[config.mk]
export PLATFORM = sky130hd
export DESIGN_NAME = busMux_flat
export DESIGN_NICKNAME = d
export VERILOG_FILES = /design/src/datapathPkg.sv /design/src/busIf.sv /design/src/busMux.sv /design/src/flat_wrapper.sv
export VERILOG_INCLUDE_DIRS = /design/src
export SDC_FILE = /design/constraint.sdc
export NUM_CORES = 1
export LEC_CHECK = 0
export BUFFER_PORTS_ARGS = -buffer_cell sky130_fd_sc_hd__buf_2
export CAP_MARGIN = 10
export CORE_AREA = 2 2 150 152
export DETAILED_ROUTE_END_ITERATION = 8
export DIE_AREA = 0 0 152 154
export SYNTH_ARGS = -nofsm -noshare
export SYNTH_HDL_FRONTEND = slang
export SYNTH_SLANG_ARGS = --single-unit
[constraint.sdc]
create_clock -name vclk -period 4.65
set_input_delay 0.93 -clock vclk [all_inputs]
set_output_delay 0.93 -clock vclk [all_outputs]
set_load 0.005 [all_outputs]
[src/datapath_macros.svh]
`ifndef DATAPATH_MACROS_SVH
`define DATAPATH_MACROS_SVH

`define WordWidth 32

// Enable vector, one bit per loadable register
`define EnR0      0   // R0..R15 sit at EnR0 + n
`define EnHi      16
`define EnLo      17
`define EnPc      20
`define EnMdr     21
`define EnOutPort 22
`define EnIr      23
`define EnZ       24
`define EnMar     25
`define EnY       27

// busSelect vector, one bit per bus source
`define SelR0     0   // R0..R15 sit at SelR0 + n
`define SelHi     16
`define SelLo     17
`define SelZLo    18
`define SelZHi    19
`define SelPc     20
`define SelMdr    21
`define SelInPort 22
`define SelCSign  23

// ALU operation codes
`define OpAdd  4'd0
`define OpSub  4'd1
`define OpAnd  4'd2
`define OpOr   4'd3
`define OpShr  4'd4
`define OpShl  4'd5
`define OpRor  4'd6
`define OpRol  4'd7
`define OpMul  4'd8
`define OpDiv  4'd9
`define OpNeg  4'd10
`define OpNot  4'd11
`define OpShra 4'd13  // Kept at 13 to match existing programs

`endif

[src/datapathPkg.sv]
`default_nettype none

package datapathPkg;

  // Register-to-register layout
  typedef struct packed {
    logic [4:0]  opcode;
    logic [3:0]  ra;
    logic [3:0]  rb;
    logic [3:0]  rc;
    logic [14:0] unused;
  } rFormatT;

  // Immediate layout, constant is sign-extended on the bus
  typedef struct packed {
    logic [4:0]  opcode;
    logic [3:0]  ra;
    logic [3:0]  rb;
    logic [18:0] constant;
  } iFormatT;

  // Same IR word, read either way
  typedef union packed {
    rFormatT rFormat;
    iFormatT iFormat;
  } instrWord;

endpackage

`default_nettype wire

[src/busIf.sv]
`timescale 1ns/1ps
`default_nettype none

interface busIf;
  logic [31:0] busValue;   // Shared bus
  logic [31:0] enable;     // One-hot load strobes
  logic [31:0] busSelect;  // One-hot source selects
  logic        Clock;
  logic        rst;

  // Bus source side
  modport driver (
    output busValue,
    input  enable, busSelect, Clock, rst
  );

  // Register banks only listen
  modport regSide (
    input busValue, enable, busSelect, Clock, rst
  );
endinterface

`default_nettype wire

[src/busMux.sv]
`timescale 1ns/1ps
`default_nettype none
`include "datapath_macros.svh"

module busMux import datapathPkg::*; (
  busIf.driver                  bus,
  input  logic [`WordWidth-1:0] regOut,
  input  logic                  regDrive,
  input  logic [`WordWidth-1:0] pcValue,
  input  logic [`WordWidth-1:0] mdrValue,
  input  logic [`WordWidth-1:0] hiValue,
  input  logic [`WordWidth-1:0] loValue,
  input  logic [`WordWidth-1:0] inPortValue,
  input  logic [63:0]           zValue,
  input  instrWord              irWord
);

  logic [4:0]            source;  // Encoded source index
  logic [`WordWidth-1:0] cSign;

  // Immediate from the I-format view
  assign cSign = {{13{irWord.iFormat.constant[18]}}, irWord.iFormat.constant};

  // 32-to-5 priority encoder over the special sources, lowest bit wins
  always_comb begin
    source = 5'd0;
    for (int i = 31; i >= 16; i--) begin
      if (bus.busSelect[i]) source = 5'(i);
    end
  end

  // Register sources sit below all others, so they go first
  always_comb begin
    bus.busValue = '0;
    if (regDrive) begin
      bus.busValue = regOut;
    end else begin
      case (source)
        `SelHi:     bus.busValue = hiValue;
        `SelLo:     bus.busValue = loValue;
        `SelZLo:    bus.busValue = zValue[31:0];
        `SelZHi:    bus.busValue = zValue[63:32];
        `SelPc:     bus.busValue = pcValue;
        `SelMdr:    bus.busValue = mdrValue;
        `SelInPort: bus.busValue = inPortValue;
        `SelCSign:  bus.busValue = cSign;
        default:    bus.busValue = '0;  // Nothing selected
      endcase
    end
  end

endmodule

`default_nettype wire

[src/flat_wrapper.sv]
// flat-port wrapper written by rule: the top's interface ports become plain ports
module busMux_flat import datapathPkg::*;
  (regOut, regDrive, pcValue, mdrValue, hiValue, loValue, inPortValue, zValue, irWord, bus_busValue, bus_enable, bus_busSelect, bus_Clock, bus_rst);
  busIf bus_i ();
  input  logic [`WordWidth-1:0] regOut;
  input  logic regDrive;
  input  logic [`WordWidth-1:0] pcValue;
  input  logic [`WordWidth-1:0] mdrValue;
  input  logic [`WordWidth-1:0] hiValue;
  input  logic [`WordWidth-1:0] loValue;
  input  logic [`WordWidth-1:0] inPortValue;
  input  logic [63:0] zValue;
  input  instrWord irWord;
  output wire logic [$bits(bus_i.busValue)-1:0] bus_busValue;
  input wire logic [$bits(bus_i.enable)-1:0] bus_enable;
  input wire logic [$bits(bus_i.busSelect)-1:0] bus_busSelect;
  input wire logic [$bits(bus_i.Clock)-1:0] bus_Clock;
  input wire logic [$bits(bus_i.rst)-1:0] bus_rst;
  assign bus_busValue = bus_i.busValue;
  assign bus_i.enable = bus_enable;
  assign bus_i.busSelect = bus_busSelect;
  assign bus_i.Clock = bus_Clock;
  assign bus_i.rst = bus_rst;
  busMux u_core (.bus(bus_i), .regOut(regOut), .regDrive(regDrive), .pcValue(pcValue), .mdrValue(mdrValue), .hiValue(hiValue), .loValue(loValue), .inPortValue(inPortValue), .zValue(zValue), .irWord(irWord));
endmodule
==> impl_metrics.json <==
{
  "post_cts_buffers": 0,
  "synthCells": 390,
  "overflow": 0,
  "post_synth_and_or_nand_nor_area_fraction": 0.3602,
  "fin_setup_tns_ps": 0,
  "muxShareOfSynthArea": 0,
  "core_mm2": 0.02169,
  "drtAntennaViolNets": 0,
  "syn_to_final_growth_pct": 85.39,
  "critPathCaptureType": "output port",
  "synth_compound_area_frac": 0.5457,
  "synth_fp_nets": 745,
  "drive_gt1_frac": 0.5238,
  "seq_cell_count": 0,
  "grt_pass1_vias": 4343,
  "die_area_mm2": 0.02341,
  "outcome": "complete, no violations",
  "grt_setup_unrepaired": "false",
  "die_y_um": 154,
  "drt_iter0_drc": 460,
  "drv_slew": 0,
  "hold_depth": 4,
  "start_kind": "input pin",
  "grt_max_degree": 49,
  "fmax_mhz": 243.4,
  "synth_top_family_by_area": "compound AO/OA/AOI/OAI gates",
  "clkbuf_count": 0,
  "ctsHoldBuffers": 0,
  "track_usage": 0.1304,
  "tightest_slew_ps": 1043,
  "drcViolationCount": 0,
  "nFillCells": 2516,
  "holdPathEnd": "bus_busValue[30]",
  "finish.utilization": 0.1954,
  "yosys_warnings": 0,
  "cts_resized": 0,
  "start_util": 0.1054,
  "ys_seq_area_frac": 0,
  "fin_crit_sh": 0.8834,
  "cp_max_fo": 16,
  "syn_avg_cell_area_um2": 5.861,
  "leakage_uw": 0.001955,
  "synth_area_mm2": 0.002286,
  "arrival_ps": 3180,
  "die_x_um": 152,
  "hold_start": "pcValue[30]",
  "drt-total-wl_um": 16800,
  "setup_violations": 0,
  "grt_pass1_wl_um": 24420,
  "drt-wirelength-per-cell_um": 17.27,
  "hold_viol": 0,
  "port_buffers": 324,
  "fin_crit_ps": 4108,
  "required_ps": 3720,
  "drtPass1Iterations": 8,
  "synthAdderAreaFrac": 0,
  "vias": 4487,
  "routabilityCongestion": 0.9348,
  "dp_hpwl_um": 13750,
  "antenna_found_initial": 0,
  "regArea_um2": 0,
  "antenna_cells": 0,
  "critPathKind": "in2out",
  "slew_headroom": 0.3049,
  "pwr_density_cell_mw_per_mm2": 83.51,
  "max_cap_viol_count": 0,
  "num_io_pins": 387,
  "rows": 54,
  "synth_cell_types": 42,
  "peakVddDrop_uv": 66.71,
  "vias_per_cell": 4.612,
  "final_nets": 1050,
  "synth_xor_xnor_area_share": 0,
  "hold_class": "in2out"
}
metrics by stage:
step / setup WS (ps) / hold slack, ps / power, µW / std cells / cell area (µm²)
after floorplan: 1188 / 1978 / 145.1 / 390 / 2286
after global placement: 497.4 / 2190 / 351.8 / 973 / 4238
after detailed placement: 525.0 / 2186 / 353.3 / 973 / 4238
after CTS: 515.8 / 2191 / 354.9 / 973 / 4238
after global routing: 363.3 / 2227 / 390.8 / 973 / 4238
final: 542.1 / 2194 / 353.9 / 973 / 4238
cell usage in the layout, fill, tap and decap left out, types with 3 or more instances in the layout:
cell       netlist  routed
a221oi_1        10      10
a211oi_1        18      18
a222oi_1         9       9
a41oi_1          9       9
a2111oi_0        4       4
a22oi_1         32      32
buf_2           16     324
buf_4            0      22
a22o_1          14      14
a32oi_1          9       9
nand3_1         28      28
nand2_1         95      95
o21ai_0          5       5
a21oi_1         15      15
nor3_1          28      27
a31oi_1         32      32
inv_1            3       3
nor2_1          14      14
power by group:
group          internal [µW]  switching, µW
combinational            177            177
clock                      0              0
sequential                 0              0
total                    177            177
final cells by class:
| cell class | count | area [µm²] | area share |
|---|---|---|---|
| multi-input combinational | 344 | 2090 | 0.4931 |
| tap | 280 | 350.3 | 0.08267 |
| timing repair buffer | 346 | 1787 | 0.4216 |
| inverter | 3 | 11.26 | 0.002657 |
cell usage after synthesis (4+ instances only):
master | instances | share of area
nand2_1 | 95 | 0.16
a22oi_1 | 32 | 0.11
a31oi_1 | 32 | 0.088
nand3_1 | 28 | 0.061
nor3_1 | 28 | 0.061
clkbuf_1 | 22 | 0.036
a211oi_1 | 18 | 0.059
buf_2 | 16 | 0.035
a21oi_1 | 15 | 0.033
a22o_1 | 14 | 0.054
nor2_1 | 14 | 0.023
a221oi_1 | 10 | 0.038
a222oi_1 | 9 | 0.039
a32oi_1 | 9 | 0.034
a41oi_1 | 9 | 0.034
o21ai_0 | 5 | 0.011
a2111oi_0 | 4 | 0.015
routing by layer:
metal	global-route usage	vias to the layer above	part of all wire
li1	-	2164	-
met5	0	-	0
met1	0.1595	2028	0.40
met4	0.01424	0	0.0094
met2	0.2454	277	0.50
met3	0.02227	18	0.087
worst max-delay path by stage:
| stage | endpoint | cells after the start | from | slack [ps] |
|---|---|---|---|---|
| 2_1_floorplan | bus_busValue[18] | 8 | bus_busSelect[17] | 1190 |
| 3_3_place_gp | bus_busValue[11] | 9 | bus_busSelect[30] | 500 |
| 3_5_place_dp | bus_busValue[11] | 9 | bus_busSelect[30] | 530 |
| 4_1_cts | bus_busValue[11] | 9 | bus_busSelect[30] | 520 |
| 5_1_grt | bus_busValue[5] | 10 | bus_busSelect[30] | 360 |
| 6_report | bus_busValue[11] | 9 | bus_busSelect[30] | 540 |
critical path, stage by stage:
cell      delay (ps)
buf_2             90
nand2b_1         120
a221oi_1         430
o2111a_1         280
or2_1            410
buf_4            320
a31oi_1          130
a41oi_1          270
buf_2            180
logic make-up after synthesis:
| logic type | after synthesis |
|---|---|
| compound gates | 164 |
| simple gates | 180 |
| buf+inv | 46 |
Note: power is estimated with default switching activity, not from simulation.
